### src/rtl/qctx_pkg.sv
package qctx_pkg;

// queue index width, 16 queues
localparam int APP_IDX_WIDTH = 4;
localparam int NUM_TABLES = 4;

// host port 0 bus
localparam int PCIE_DWIDTH = 512;
localparam int REG_LANES = 16;
// lowest bit of the page index in the byte address
localparam int PAGE_LSB = 12;

// status bus
localparam int STAT_ADDR_WIDTH = 30;
localparam int CTRL_ADDR = 0;

// control register fields
localparam int DISABLE_BIT = 0;
localparam int RB_SIZE_LSB = 1;
localparam int RB_SIZE_WIDTH = 26;

typedef logic [31:0] reg_word_t;
typedef logic [APP_IDX_WIDTH-1:0] queue_idx_t;

// table field, also the 32-bit lane of that field in a host word
typedef enum logic [1:0] {
    TBL_TAIL,
    TBL_HEAD,
    TBL_KMEM_LO,
    TBL_KMEM_HI
} table_sel_t;

// context of the active queue as seen by the DMA engine
typedef struct packed {
    reg_word_t   tail;
    reg_word_t   head;
    logic [63:0] kmem_addr;
} queue_ctx_t;

// one port B write strobe for one table
typedef struct packed {
    logic       en;
    queue_idx_t addr;
    reg_word_t  data;
} table_wr_t;

endpackage
### src/rtl/queue_ctx_top.sv
module queue_ctx_top
    import qctx_pkg::*;
#(
    parameter int PCIE_ADDR_WIDTH = 16
) (
    input  logic                       pcie_clk,
    input  logic                       pcie_reset_n,

    // host port 0
    input  logic [PCIE_ADDR_WIDTH-1:0] pcie_address,
    input  logic                       pcie_write,
    input  logic                       pcie_read,
    input  logic [PCIE_DWIDTH-1:0]     pcie_writedata,
    input  logic [PCIE_DWIDTH/8-1:0]   pcie_byteenable,
    output logic [PCIE_DWIDTH-1:0]     pcie_readdata,
    output logic                       pcie_readdatavalid,

    // status bus
    input  logic [STAT_ADDR_WIDTH-1:0] status_addr,
    input  logic                       status_read,
    input  logic                       status_write,
    input  reg_word_t                  status_writedata,
    output reg_word_t                  status_readdata,
    output logic                       status_readdata_valid,

    // DMA side
    input  logic                       dma_start,
    input  queue_idx_t                 dma_queue,
    input  logic                       dma_done,
    input  reg_word_t                  new_tail,
    output logic                       queue_ready,
    output queue_ctx_t                 f2c_ctx,

    output logic                       disable_pcie,
    output logic [RB_SIZE_WIDTH-1:0]   rb_size
);

localparam int DEPTH = 2 ** APP_IDX_WIDTH;

logic stat_rd_req;
table_sel_t stat_rd_sel;
queue_idx_t stat_rd_queue;
reg_word_t stat_rd_data;
logic stat_rd_valid;

table_wr_t [NUM_TABLES-1:0] wr_b;
logic [NUM_TABLES-1:0] rd_en_b;
queue_idx_t rd_addr_b;
reg_word_t [NUM_TABLES-1:0] rd_data_b;

queue_idx_t addr_a;
logic [NUM_TABLES-1:0] rd_en_a;
logic wr_en_a;
reg_word_t wr_data_a;
reg_word_t [NUM_TABLES-1:0] rd_data_a;

status_regs u_status_regs (
    .pcie_clk, .pcie_reset_n,
    .status_addr, .status_read, .status_write, .status_writedata,
    .status_readdata, .status_readdata_valid,
    .stat_rd_req, .stat_rd_sel, .stat_rd_queue, .stat_rd_data, .stat_rd_valid,
    .disable_pcie, .rb_size
);

port_b_arbiter #(.PCIE_ADDR_WIDTH(PCIE_ADDR_WIDTH)) u_port_b_arbiter (
    .pcie_clk, .pcie_reset_n,
    .pcie_address, .pcie_write, .pcie_read, .pcie_writedata, .pcie_byteenable,
    .pcie_readdata, .pcie_readdatavalid,
    .stat_rd_req, .stat_rd_sel, .stat_rd_queue, .stat_rd_data, .stat_rd_valid,
    .wr_b, .rd_en_b, .rd_addr_b, .rd_data_b
);

queue_switch_fsm #(.PCIE_ADDR_WIDTH(PCIE_ADDR_WIDTH)) u_queue_switch_fsm (
    .pcie_clk, .pcie_reset_n,
    .pcie_address, .pcie_write, .pcie_writedata, .pcie_byteenable, .wr_b,
    .dma_start, .dma_queue, .dma_done, .new_tail, .queue_ready, .f2c_ctx,
    .addr_a, .rd_en_a, .wr_en_a, .wr_data_a, .rd_data_a
);

// only the tail table is written back through port A
queue_table_ram #(.DEPTH(DEPTH)) q_tails (
    .pcie_clk, .addr_a, .rd_en_a(rd_en_a[TBL_TAIL]), .wr_en_a, .wr_data_a,
    .rd_data_a(rd_data_a[TBL_TAIL]), .wr_b(wr_b[TBL_TAIL]), .rd_en_b(rd_en_b[TBL_TAIL]),
    .rd_addr_b, .rd_data_b(rd_data_b[TBL_TAIL])
);

queue_table_ram #(.DEPTH(DEPTH)) q_heads (
    .pcie_clk, .addr_a, .rd_en_a(rd_en_a[TBL_HEAD]), .wr_en_a(1'b0), .wr_data_a,
    .rd_data_a(rd_data_a[TBL_HEAD]), .wr_b(wr_b[TBL_HEAD]), .rd_en_b(rd_en_b[TBL_HEAD]),
    .rd_addr_b, .rd_data_b(rd_data_b[TBL_HEAD])
);

queue_table_ram #(.DEPTH(DEPTH)) q_kmem_lo (
    .pcie_clk, .addr_a, .rd_en_a(rd_en_a[TBL_KMEM_LO]), .wr_en_a(1'b0), .wr_data_a,
    .rd_data_a(rd_data_a[TBL_KMEM_LO]), .wr_b(wr_b[TBL_KMEM_LO]),
    .rd_en_b(rd_en_b[TBL_KMEM_LO]), .rd_addr_b, .rd_data_b(rd_data_b[TBL_KMEM_LO])
);

queue_table_ram #(.DEPTH(DEPTH)) q_kmem_hi (
    .pcie_clk, .addr_a, .rd_en_a(rd_en_a[TBL_KMEM_HI]), .wr_en_a(1'b0), .wr_data_a,
    .rd_data_a(rd_data_a[TBL_KMEM_HI]), .wr_b(wr_b[TBL_KMEM_HI]),
    .rd_en_b(rd_en_b[TBL_KMEM_HI]), .rd_addr_b, .rd_data_b(rd_data_b[TBL_KMEM_HI])
);

endmodule

### src/rtl/status_regs.sv
module status_regs
    import qctx_pkg::*;
(
    input  logic                       pcie_clk,
    input  logic                       pcie_reset_n,

    // status bus
    input  logic [STAT_ADDR_WIDTH-1:0] status_addr,
    input  logic                       status_read,
    input  logic                       status_write,
    input  reg_word_t                  status_writedata,
    output reg_word_t                  status_readdata,
    output logic                       status_readdata_valid,

    // table field reads through the arbiter
    output logic                       stat_rd_req,
    output table_sel_t                 stat_rd_sel,
    output queue_idx_t                 stat_rd_queue,
    input  reg_word_t                  stat_rd_data,
    input  logic                       stat_rd_valid,

    output logic                       disable_pcie,
    output logic [RB_SIZE_WIDTH-1:0]   rb_size
);

reg_word_t control_reg;
logic is_ctrl;
// word n maps to table entry n-1
logic [STAT_ADDR_WIDTH-1:0] word_idx;

assign is_ctrl = status_addr == STAT_ADDR_WIDTH'(CTRL_ADDR);
assign word_idx = status_addr - 1'b1;

always_ff @(posedge pcie_clk) begin
    stat_rd_req <= 1'b0;
    status_readdata_valid <= 1'b0;

    if (!pcie_reset_n) begin
        control_reg <= '0;
    end else begin
        if (status_write && is_ctrl) begin
            control_reg <= status_writedata;
        end

        if (status_read && is_ctrl) begin
            status_readdata <= control_reg;
            status_readdata_valid <= 1'b1;
        end else if (status_read) begin
            stat_rd_req <= 1'b1;
            stat_rd_sel <= table_sel_t'(word_idx[1:0]);
            stat_rd_queue <= word_idx[2 +: APP_IDX_WIDTH];
        end

        if (stat_rd_valid) begin
            status_readdata <= stat_rd_data;
            status_readdata_valid <= 1'b1;
        end
    end
end

assign disable_pcie = control_reg[DISABLE_BIT];
assign rb_size = control_reg[RB_SIZE_LSB +: RB_SIZE_WIDTH];

endmodule

### src/rtl/queue_switch_fsm.sv
module queue_switch_fsm
    import qctx_pkg::*;
#(
    parameter int PCIE_ADDR_WIDTH = 16
) (
    input  logic                         pcie_clk,
    input  logic                         pcie_reset_n,

    // host writes, watched for interception
    input  logic [PCIE_ADDR_WIDTH-1:0]   pcie_address,
    input  logic                         pcie_write,
    input  logic [PCIE_DWIDTH-1:0]       pcie_writedata,
    input  logic [PCIE_DWIDTH/8-1:0]     pcie_byteenable,
    input  table_wr_t [NUM_TABLES-1:0]   wr_b,

    // DMA side
    input  logic                         dma_start,
    input  queue_idx_t                   dma_queue,
    input  logic                         dma_done,
    input  reg_word_t                    new_tail,
    output logic                         queue_ready,
    output queue_ctx_t                   f2c_ctx,

    // port A of the four tables
    output queue_idx_t                   addr_a,
    output logic [NUM_TABLES-1:0]        rd_en_a,
    output logic                         wr_en_a,
    output reg_word_t                    wr_data_a,
    input  reg_word_t [NUM_TABLES-1:0]   rd_data_a
);

typedef enum logic [2:0] {
    IDLE,
    BRAM_DELAY_1,
    BRAM_DELAY_2,
    SWITCH_QUEUE,
    WAIT_DMA
} state_t;

state_t state;
// extra msb marks no active queue
logic [APP_IDX_WIDTH:0] queue_id;
// fields still expected from the table
logic [NUM_TABLES-1:0] load_pend;
logic [APP_IDX_WIDTH:0] hit_queue;
queue_idx_t page_idx;
logic [NUM_TABLES-1:0] lane_full;

function automatic queue_ctx_t put_field(queue_ctx_t ctx, table_sel_t sel, reg_word_t val);
    queue_ctx_t res;
    res = ctx;
    case (sel)
        TBL_TAIL:    res.tail = val;
        TBL_HEAD:    res.head = val;
        TBL_KMEM_LO: res.kmem_addr[31:0] = val;
        default:     res.kmem_addr[63:32] = val;
    endcase
    return res;
endfunction

assign page_idx = pcie_address[PAGE_LSB +: APP_IDX_WIDTH];

for (genvar i = 0; i < NUM_TABLES; i++) begin : g_lane
    assign lane_full[i] = &pcie_byteenable[4*i +: 4];
end

// during a start the requested queue is the one to protect
assign hit_queue = (state == IDLE && dma_start) ? {1'b0, dma_queue} : queue_id;

always_ff @(posedge pcie_clk) begin
    queue_ctx_t ctx_next;
    logic [NUM_TABLES-1:0] pend_next;

    ctx_next = f2c_ctx;
    pend_next = load_pend;
    rd_en_a <= '0;
    wr_en_a <= 1'b0;
    queue_ready <= 1'b0;

    if (!pcie_reset_n) begin
        state <= IDLE;
        queue_id <= '1;
        load_pend <= '0;
        f2c_ctx <= '0;
    end else begin
        case (state)
            IDLE: begin
                if (dma_start && queue_id != {1'b0, dma_queue}) begin
                    // a port B write from last cycle is taken directly
                    for (int i = 0; i < NUM_TABLES; i++) begin
                        if (wr_b[i].en && wr_b[i].addr == dma_queue) begin
                            ctx_next = put_field(ctx_next, table_sel_t'(i), wr_b[i].data);
                            pend_next[i] = 1'b0;
                        end else begin
                            pend_next[i] = 1'b1;
                        end
                    end
                    addr_a <= dma_queue;
                    rd_en_a <= pend_next;
                    queue_id <= {1'b0, dma_queue};
                    state <= BRAM_DELAY_1;
                end else if (dma_start) begin
                    // context already loaded
                    queue_ready <= 1'b1;
                    state <= WAIT_DMA;
                end
            end
            BRAM_DELAY_1: begin
                state <= BRAM_DELAY_2;
            end
            BRAM_DELAY_2: begin
                state <= SWITCH_QUEUE;
            end
            SWITCH_QUEUE: begin
                for (int i = 0; i < NUM_TABLES; i++) begin
                    if (load_pend[i]) begin
                        ctx_next = put_field(ctx_next, table_sel_t'(i), rd_data_a[i]);
                    end
                end
                pend_next = '0;
                queue_ready <= 1'b1;
                state <= WAIT_DMA;
            end
            WAIT_DMA: begin
                if (dma_done) begin
                    ctx_next.tail = new_tail;
                    addr_a <= queue_id[APP_IDX_WIDTH-1:0];
                    wr_data_a <= new_tail;
                    wr_en_a <= 1'b1;
                    state <= IDLE;
                end
            end
            default: begin
                state <= IDLE;
            end
        endcase

        // host writes to the active or loading queue override table data
        if (pcie_write && {1'b0, page_idx} == hit_queue) begin
            for (int i = 0; i < NUM_TABLES; i++) begin
                if (lane_full[i]) begin
                    ctx_next = put_field(ctx_next, table_sel_t'(i), pcie_writedata[32*i +: 32]);
                    pend_next[i] = 1'b0;
                end
            end
        end

        f2c_ctx <= ctx_next;
        load_pend <= pend_next;
    end
end

a_done_in_wait: assert property (@(posedge pcie_clk) disable iff (!pcie_reset_n)
    dma_done |-> state == WAIT_DMA);

endmodule

### src/rtl/port_b_arbiter.sv
module port_b_arbiter
    import qctx_pkg::*;
#(
    parameter int PCIE_ADDR_WIDTH = 16
) (
    input  logic                         pcie_clk,
    input  logic                         pcie_reset_n,

    // host port 0
    input  logic [PCIE_ADDR_WIDTH-1:0]   pcie_address,
    input  logic                         pcie_write,
    input  logic                         pcie_read,
    input  logic [PCIE_DWIDTH-1:0]       pcie_writedata,
    input  logic [PCIE_DWIDTH/8-1:0]     pcie_byteenable,
    output logic [PCIE_DWIDTH-1:0]       pcie_readdata,
    output logic                         pcie_readdatavalid,

    // status table reads
    input  logic                         stat_rd_req,
    input  table_sel_t                   stat_rd_sel,
    input  queue_idx_t                   stat_rd_queue,
    output reg_word_t                    stat_rd_data,
    output logic                         stat_rd_valid,

    // port B of the four tables
    output table_wr_t [NUM_TABLES-1:0]   wr_b,
    output logic [NUM_TABLES-1:0]        rd_en_b,
    output queue_idx_t                   rd_addr_b,
    input  reg_word_t [NUM_TABLES-1:0]   rd_data_b
);

queue_idx_t page_idx;
logic [NUM_TABLES-1:0] lane_full;

// one-deep pending slots
logic host_pend;
queue_idx_t host_pend_q;
logic stat_pend;
queue_idx_t stat_pend_q;
table_sel_t stat_pend_sel;

logic serve_host;
logic serve_stat;

// requester and field delayed along with the two-cycle table read
logic host_rd_r1;
logic host_rd_r2;
logic stat_rd_r1;
logic stat_rd_r2;
table_sel_t sel_r1;
table_sel_t sel_r2;

reg_word_t [REG_LANES-1:0] rd_row;

assign page_idx = pcie_address[PAGE_LSB +: APP_IDX_WIDTH];

for (genvar i = 0; i < NUM_TABLES; i++) begin : g_lane
    assign lane_full[i] = &pcie_byteenable[4*i +: 4];
end

// host writes own the port and host reads go before status reads
assign serve_host = host_pend && !pcie_write;
assign serve_stat = stat_pend && !pcie_write && !host_pend;
assign rd_addr_b = serve_host ? host_pend_q : stat_pend_q;

always_comb begin
    rd_en_b = '0;
    if (serve_host) begin
        rd_en_b = '1;
    end else if (serve_stat) begin
        rd_en_b[stat_pend_sel] = 1'b1;
    end
end

always_ff @(posedge pcie_clk) begin
    for (int i = 0; i < NUM_TABLES; i++) begin
        wr_b[i].en <= pcie_write && lane_full[i];
        wr_b[i].addr <= page_idx;
        wr_b[i].data <= pcie_writedata[32*i +: 32];
    end

    if (!pcie_reset_n) begin
        for (int i = 0; i < NUM_TABLES; i++) begin
            wr_b[i].en <= 1'b0;
        end
        host_pend <= 1'b0;
        stat_pend <= 1'b0;
        host_rd_r1 <= 1'b0;
        host_rd_r2 <= 1'b0;
        stat_rd_r1 <= 1'b0;
        stat_rd_r2 <= 1'b0;
    end else begin
        if (serve_host) begin
            host_pend <= 1'b0;
        end
        if (pcie_read) begin
            host_pend <= 1'b1;
            host_pend_q <= page_idx;
        end

        if (serve_stat) begin
            stat_pend <= 1'b0;
        end
        if (stat_rd_req) begin
            stat_pend <= 1'b1;
            stat_pend_q <= stat_rd_queue;
            stat_pend_sel <= stat_rd_sel;
        end

        host_rd_r1 <= serve_host;
        host_rd_r2 <= host_rd_r1;
        stat_rd_r1 <= serve_stat;
        stat_rd_r2 <= stat_rd_r1;
    end

    sel_r1 <= stat_pend_sel;
    sel_r2 <= sel_r1;
end

// rows 0 to 3 carry the four fields and the rest reads as zero
always_comb begin
    rd_row = '0;
    for (int i = 0; i < NUM_TABLES; i++) begin
        rd_row[i] = rd_data_b[i];
    end
end

assign pcie_readdata = rd_row;
assign pcie_readdatavalid = host_rd_r2;

assign stat_rd_data = rd_data_b[sel_r2];
assign stat_rd_valid = stat_rd_r2;

// a new host read only after the last read data, or the one-deep slot is lost
a_host_rd_single: assert property (@(posedge pcie_clk) disable iff (!pcie_reset_n)
    pcie_read |-> !host_pend && !host_rd_r1 && !pcie_readdatavalid);

endmodule

### src/rtl/queue_table_ram.sv
module queue_table_ram
    import qctx_pkg::*;
#(
    parameter int DEPTH = 16
) (
    input  logic       pcie_clk,

    // port A, used by the queue switch FSM
    input  queue_idx_t addr_a,
    input  logic       rd_en_a,
    input  logic       wr_en_a,
    input  reg_word_t  wr_data_a,
    output reg_word_t  rd_data_a,

    // port B, shared by host and status accesses
    input  table_wr_t  wr_b,
    input  logic       rd_en_b,
    input  queue_idx_t rd_addr_b,
    output reg_word_t  rd_data_b
);

reg_word_t mem [DEPTH];
reg_word_t q_a;
reg_word_t q_b;

always_ff @(posedge pcie_clk) begin
    if (wr_en_a) begin
        mem[addr_a] <= wr_data_a;
    end
    // port B last, so a host write wins over a tail write-back
    if (wr_b.en) begin
        mem[wr_b.addr] <= wr_b.data;
    end
    if (rd_en_a) begin
        q_a <= mem[addr_a];
    end
    if (rd_en_b) begin
        q_b <= mem[rd_addr_b];
    end
    // output register, data valid two cycles after the read enable
    rd_data_a <= q_a;
    rd_data_b <= q_b;
end

// the FSM loads and writes back in different states
a_port_a_excl: assert property (@(posedge pcie_clk) !(rd_en_a && wr_en_a));

endmodule

### config.mk
export PLATFORM = sky130hd
export DESIGN_NAME = queue_ctx_top
export DESIGN_NICKNAME = d
export VERILOG_FILES = /design/src/rtl/qctx_pkg.sv /design/src/rtl/queue_ctx_top.sv /design/src/rtl/status_regs.sv /design/src/rtl/queue_switch_fsm.sv /design/src/rtl/port_b_arbiter.sv /design/src/rtl/queue_table_ram.sv
export SDC_FILE = /design/constraint.sdc
export NUM_CORES = 2
export LEC_CHECK = 0
export BUFFER_PORTS_ARGS = -buffer_cell sky130_fd_sc_hd__buf_2
export CORE_AREA = 2 2 540 542
export CTS_CLUSTER_DIAMETER = 40
export DETAILED_ROUTE_END_ITERATION = 7
export DIE_AREA = 0 0 542 544
export PLACE_DENSITY_LB_ADDON = 0.1
export REMOVE_ABC_BUFFERS = 1
export SLEW_MARGIN = 5
export SYNTH_ARGS = -nofsm -noshare
export SYNTH_HDL_FRONTEND = slang
export SYNTH_SLANG_ARGS = --single-unit
### constraint.sdc
create_clock -name pcie_clk -period 6.1 [get_ports pcie_clk]
set_input_delay 1.22 -clock pcie_clk [delete_from_list [all_inputs] [get_ports pcie_clk]]
set_output_delay 1.22 -clock pcie_clk [all_outputs]
set_load 0.02 [all_outputs]
# == Yosys cells after proc, flatten, opt, wreduce, memory -nomap -nowiden ==
# Memory sizes are Yosys's and may differ from the RTL's. A register that Yosys moved wholly into a read port is not among the register bits.
# Cells that the tools add are included.
# W data, S select, Z words.
# classes
n_addsub,1
reduce_logical,40
magnitude_cmp,3
muxes,66
eq_ne,10
bitwise_logic,2
# ops
op,n
$mux W128,5
$mux W96,3
$mux W32,7
$mux W64,3
$pmux W96 S2,1
$pmux W32 S3,1
$bmux W32 S2,1
$logic_not A30 Y1,1
$mux W1,29
$mux W4,7
$reduce_and A4 Y1,5
$logic_and A1 B1 Y1,17
$pmux W4 S2,2
$pmux W3 S5,1
$reduce_and A2 Y1,6
$mux W3,3
$reduce_and A3 Y1,3
$reduce_bool A2 Y1,4
$eq A3 B2 Y1 const B,2
$lt A2 B3 Y1 const B,2
$sub A6 B1 Y6 const B,1
$eq A4 B5 Y1,1
$mux W5,1
$ne A5 B4 Y1,1
12 further kinds,15
# word_totals
ram_bits,2048
out_inout_bits,702
register_bits,666
n_memories,4
# memory_table
name,words,word_bits,rd,rd_ports_with_merged_regs,write_ports,line,rtl
q_heads.mem,16,32,2,2,1,queue_table_ram.sv:22,reg_word_t mem [DEPTH];
q_kmem_hi.mem,16,32,2,2,1,queue_table_ram.sv:22,
q_kmem_lo.mem,16,32,2,2,1,queue_table_ram.sv:22,
q_tails.mem,16,32,2,2,2,queue_table_ram.sv:22,

# == Logic depth before layout (Yosys ltp) ==
# depth
word_depth,13
depth_mapped,11
ltp_nobuf,7

# == By module ==
# Synthesis repeated with hierarchy kept, for this count alone.
# unflattened
hier_cells,9510
hier_area_um2,152394.9
# modules_own_cells
module,n_inst,cells_per_inst,area_per_inst_um2,seq_area_each_um2
queue_table_ram at q_heads ...,2,1866,32763.9,18577.8
queue_table_ram at q_tails,1,1861,32885.3,18577.8
queue_table_ram at q_kmem_lo,1,1861,32869.0,18577.8
queue_switch_fsm,1,1017,9531.6,4003.8
port_b_arbiter,1,755,8194.1,3223.1
status_regs,1,283,3383.2,1821.7
queue_ctx_top,1,1,3.8,0.0

# == Worst setup path after synthesis ==
# No wires, ideal clock.
# synth_path
path_type,reg-to-reg
from,register u_queue_switch_fsm.addr_a[0]
to,"memory q_tails.mem[4][0] (netlist name), enable pin"
setup_ns,0.466
arrival_ns,4.096
stages_incl_launch_ff,8
t_required_ns,5.634
path_slack_ns,1.538
period_less_slack_ns,4.562
path_cell_list,edfxtp_1 -> clkbuf_1 -> buf_2 -> buf_2 -> clkbuf_1 -> clkbuf_1 -> or3b_2 -> o21ai_0
# synth_lines
element,line,rtl
start: declaration,queue_switch_fsm.sv:25,"output queue_idx_t addr_a,"
start signal: assignment,queue_switch_fsm.sv:98,addr_a <= dma_queue;
start signal: assignment,queue_switch_fsm.sv:127,addr_a <= queue_id[APP_IDX_WIDTH-1:0];
end: declaration,queue_table_ram.sv:22,

# == Final worst setup path ==
# layout_path
from,input status_addr[0]
to,"register u_status_regs.status_readdata[17], enable pin"
# layout_between
elab_chain_cells,4
# layout_rtl
element,line,rtl
start: declaration,queue_ctx_top.sv:19,"input logic [STAT_ADDR_WIDTH-1:0] status_addr,"
$logic_not A30 Y1,status_regs.sv:31,assign is_ctrl = status_addr == STAT_ADDR_WIDTH'(CTRL_ADDR);
$logic_and A1 B1 Y1,status_regs.sv:45,if (status_read && is_ctrl) begin
$reduce_bool A2 Y1 (no source line),-,
$reduce_and A2 Y1 (no source line),-,
end signal: assignment,status_regs.sv:46,status_readdata <= control_reg;
end signal: assignment,status_regs.sv:55,status_readdata <= stat_rd_data;
end: declaration,status_regs.sv:12,"output reg_word_t status_readdata,"
# No other way between the ends.
# A chain may end at the register's enable or synchronous reset.

==> qor.json <==
{
  "run_status": {"value": "finished with violations"},
  "failing_checks": {"value": "DRC"},
  "pin_count": {"value": 1400},
  "fp.dieH": {"value": 544, "unit": "um"},
  "ys_seq_elements": {"value": 2970},
  "synth_enable_flop_cells": {"value": 2388},
  "grt.total_usage": {"value": 33.0, "unit": "%"},
  "root_buf_cell": {"value": "clkbuf_16"},
  "cts_made_buffers": {"value": 457},
  "via_count": {"value": 87000},
  "numClockSinks": {"value": 2970},
  "timing.final.setup_violations": {"value": 0},
  "critical_path.max_stage_delay": {"value": 0.88, "unit": "ns"},
  "detailed_place.area": {"value": 140000, "unit": "um2"},
  "dieArea": {"value": 295000, "unit": "um2"},
  "io_buffers": {"value": 571},
  "initial_antenna_violation_count": {"value": 67},
  "crit_type": {"value": "primary input to flip-flop"},
  "syn_inst": {"value": 8407},
  "maxSlewViolCount": {"value": 0},
  "clockBufferDepth": {"value": 4},
  "synth_ff_type": {"value": "edfxtp_1"},
  "clk_pin_slew_worst_paths": {"value": 0.05, "unit": "ns"},
  "vdd_drop_max": {"value": 0.277, "unit": "mV"},
  "syn2layout_area_growth": {"value": 16.8, "unit": "%"},
  "critical_path.endpoint_type": {"value": "flip-flop"},
  "power_dens_cells": {"value": 341, "unit": "nW/um2"},
  "period_minus_slack": {"value": 4.06, "unit": "ns"},
  "synthDistinctLibCells": {"value": 68},
  "worstSkewPairLatency": {"value": 0.99, "unit": "ns"},
  "critPathMaxFanout": {"value": 24},
  "detail_route.iter0.violations": {"value": 11800},
  "clock-skew-final": {"value": 0.0591, "unit": "ns"},
  "drt-pass1-iter-count": {"value": 8},
  "drc_violations": {"value": 1},
  "cpMaxStageDelayCell": {"value": "nor2_4"},
  "setup-tns-final": {"value": 0, "unit": "ns"},
  "grt_max_degree": {"value": 133},
  "mappedNetlistArea": {"value": 134000, "unit": "um2"},
  "die_x": {"value": 542, "unit": "um"},
  "relSlewSlack": {"value": 16.2, "unit": "%"},
  "worst_ep_arrival_time": {"value": 4.72, "unit": "ns"},
  "placement.setup.worst_slack": {"value": 1.22, "unit": "ns"},
  "floorplan.core_area": {"value": 289000, "unit": "um2"},
  "yosysSeqAreaShare": {"value": 62.2, "unit": "%"},
  "routed_wl": {"value": 496000, "unit": "um"},
  "clock_tree_from_tritoncts": {"value": "done"},
  "number_of_cells_upsized_or_downsized_after_cts": {"value": 0},
  "syn_area_per_cell": {"value": 15.9, "unit": "um2"},
  "final_design_area_no_fill": {"value": 157000, "unit": "um2"},
  "post-dp-hpwl": {"value": 284000, "unit": "um"},
  "grt_pass1_vias": {"value": 85900},
  "maxClockFrequency": {"value": 247, "unit": "MHz"},
  "cts_post_setup_buffers_inserted": {"value": 0},
  "final_min_period_over_clock_period": {"value": 66.5, "unit": "%"},
  "postCtsHoldBufs": {"value": 0},
  "hold_violations": {"value": 0},
  "synth_warnings": {"value": 0},
  "routed_wire_per_std_cell": {"value": 37.7, "unit": "um"},
  "initial_core_util": {"value": 46.3, "unit": "%"},
  "layout.nets": {"value": 9584},
  "post_route_cells_drive_above_1_share": {"value": 35.3, "unit": "%"},
  "routability_cong": {"value": 0.880},
  "async_reset_ff_share": {"value": 0, "unit": "%"},
  "timing.final.ws_setup": {"value": 2.04, "unit": "ns"},
  "global_route.overflow_total": {"value": 0},
  "hold_path.class": {"value": "flip-flop to flip-flop"},
  "viasPerCell": {"value": 6.62},
  "path_cells": {"value": "buf_2 > inv_1 > ha_1 > nor4b_1 > nand4_1 > nor2_1 > a21oi_1 > nor2_4 > buf_4"},
  "wire_length_of_the_first_global_routing_pass": {"value": 676000, "unit": "um"},
  "setup.worst_path.start_class": {"value": "primary input"},
  "post_route_non_filler_standard_cell_count": {"value": 13200},
  "tightest_slew": {"value": 1.25, "unit": "ns"},
  "nFillCells": {"value": 23100},
  "ant_nets": {"value": 0},
  "critical_path_required": {"value": 6.76, "unit": "ns"},
  "row_count": {"value": 198},
  "leakagePower": {"value": 54.5, "unit": "nW"},
  "setup_repair_after_global_routing_missed_its_margin": {"value": "no"},
  "drv.max_cap_violation_count": {"value": 0},
  "post-place-cells": {"value": 12200},
  "htreeDepth": {"value": 5}
}
## final cells by class
class                   count  area (um2)  area share (%)
clock buffers             520       12100            7.75
repair buffers            802        5220            3.33
diodes                     65         163           0.104
flip-flops and latches   2970       83400            53.3
clock inverters           348        4180            2.67
well taps                3800        4750            3.04
inverters                 198         753           0.481
multi-input cells        4455       45900            29.4
## kinds of logic after synthesis
logic type                 Yosys count  synth area share [%]
other                                1               0.00280
AOI/OAI and AO/OA                 1454                  8.14
and+or+nand+nor                   1045                  3.56
muxes                             1549                  20.8
buffers and inverters             1365                  5.17
xor gates and xnor gates            21                 0.137
DFF                               2970                  62.2
adders and majority gates            2                0.0187
## cell usage in the layout (no fill, tap or decap), drive strengths merged, types with 45 or more instances in the layout
master | Yosys | routed
dfxtp | 582 | 582
nand4 | 45 | 45
buf | 669 | 802
a41o | 73 | 73
mux4 | 926 | 926
mux2 | 587 | 587
a31oi | 99 | 99
a21oi | 109 | 109
clkinvlp | 0 | 52
clkbuf | 498 | 520
conb | 1 | 384
clkinv | 1 | 137
nor2 | 71 | 71
o211ai | 277 | 277
inv | 197 | 298
o21ai | 223 | 223
o211a | 147 | 147
nand3 | 287 | 287
bufinv | 0 | 59
nand2 | 509 | 509
a2111oi | 77 | 77
a211oi | 255 | 255
a22o | 73 | 73
edfxtp | 2388 | 2388
diode | 0 | 65
## worst max-delay path, delay by kind of cell
family                   cells  cell delay, ns
AND/OR/NAND/NOR              4            2.06
buffers and inverters        3            0.66
adder cells (fa/ha/maj)      1            0.41
AO/OA/AOI/OAI                1            0.30
## power breakdown
group	total (mW)	switching (mW)	internal (mW)
Combinational	3.24	2.02	1.22
Sequential	22.8	0.591	22.2
Clock	27.4	10.4	17.1
Total	53.4	13.0	40.5
## Yosys cell counts, types with 20 or more instances
| master | count | share of area [%] |
|---|---|---|
| edfxtp_1 | 2388 | 54 |
| mux4_2 | 926 | 16 |
| mux2_2 | 586 | 4.9 |
| dfxtp_1 | 582 | 8.7 |
| nand2_1 | 509 | 1.4 |
| clkbuf_1 | 498 | 1.4 |
| buf_4 | 418 | 2.3 |
| nand3_1 | 287 | 1.1 |
| o211ai_1 | 277 | 1.6 |
| a211oi_1 | 255 | 1.4 |
| o21ai_0 | 221 | 0.83 |
| inv_1 | 196 | 0.55 |
| o211a_1 | 147 | 1.1 |
| buf_1 | 132 | 0.37 |
| a21oi_1 | 109 | 0.41 |
| buf_2 | 105 | 0.39 |
| a31oi_1 | 99 | 0.46 |
| a2111oi_0 | 76 | 0.50 |
| a22o_1 | 73 | 0.48 |
| a41o_1 | 73 | 0.55 |
| nor2_1 | 70 | 0.20 |
| nand4_1 | 45 | 0.21 |
| and2_1 | 42 | 0.20 |
| o2111ai_1 | 39 | 0.25 |
| mux2i_1 | 36 | 0.27 |
| a222oi_1 | 32 | 0.24 |
| a311oi_1 | 32 | 0.21 |
| nor3_1 | 23 | 0.086 |
| or4_1 | 20 | 0.11 |
## layer usage
metal  GRT usage, %  share of wire (%)
met3           8.42                 11
met4           19.8                6.4
met2           49.9                 45
met1           43.1                 37
met5              0              0.019
## per-stage QoR
step	hold WS (ns)	power, mW	utilization, %
detailed placement	0.313	26.4	48.4
floorplan	0.310	25.7	-
CTS	0.298	53.6	54.0
global route	0.334	54.7	54.1
finish	0.322	53.4	54.1
global placement	0.310	26.3	48.4
## path summary, 6_finish.rpt
path,startpoint,endpoint,slack [ns],cells after the start
max,status_addr[0],u_status_regs.status_readdata[17],2.04,9
min reg2reg,u_port_b_arbiter.sel_r1[0],u_port_b_arbiter.sel_r2[0],0.32,0
min,u_port_b_arbiter.sel_r1[0],u_port_b_arbiter.sel_r2[0],0.32,0
max reg2reg,u_port_b_arbiter.host_pend,q_kmem_lo.q_b[1],2.13,6
No activity file was read; power rests on OpenSTA's default activity.
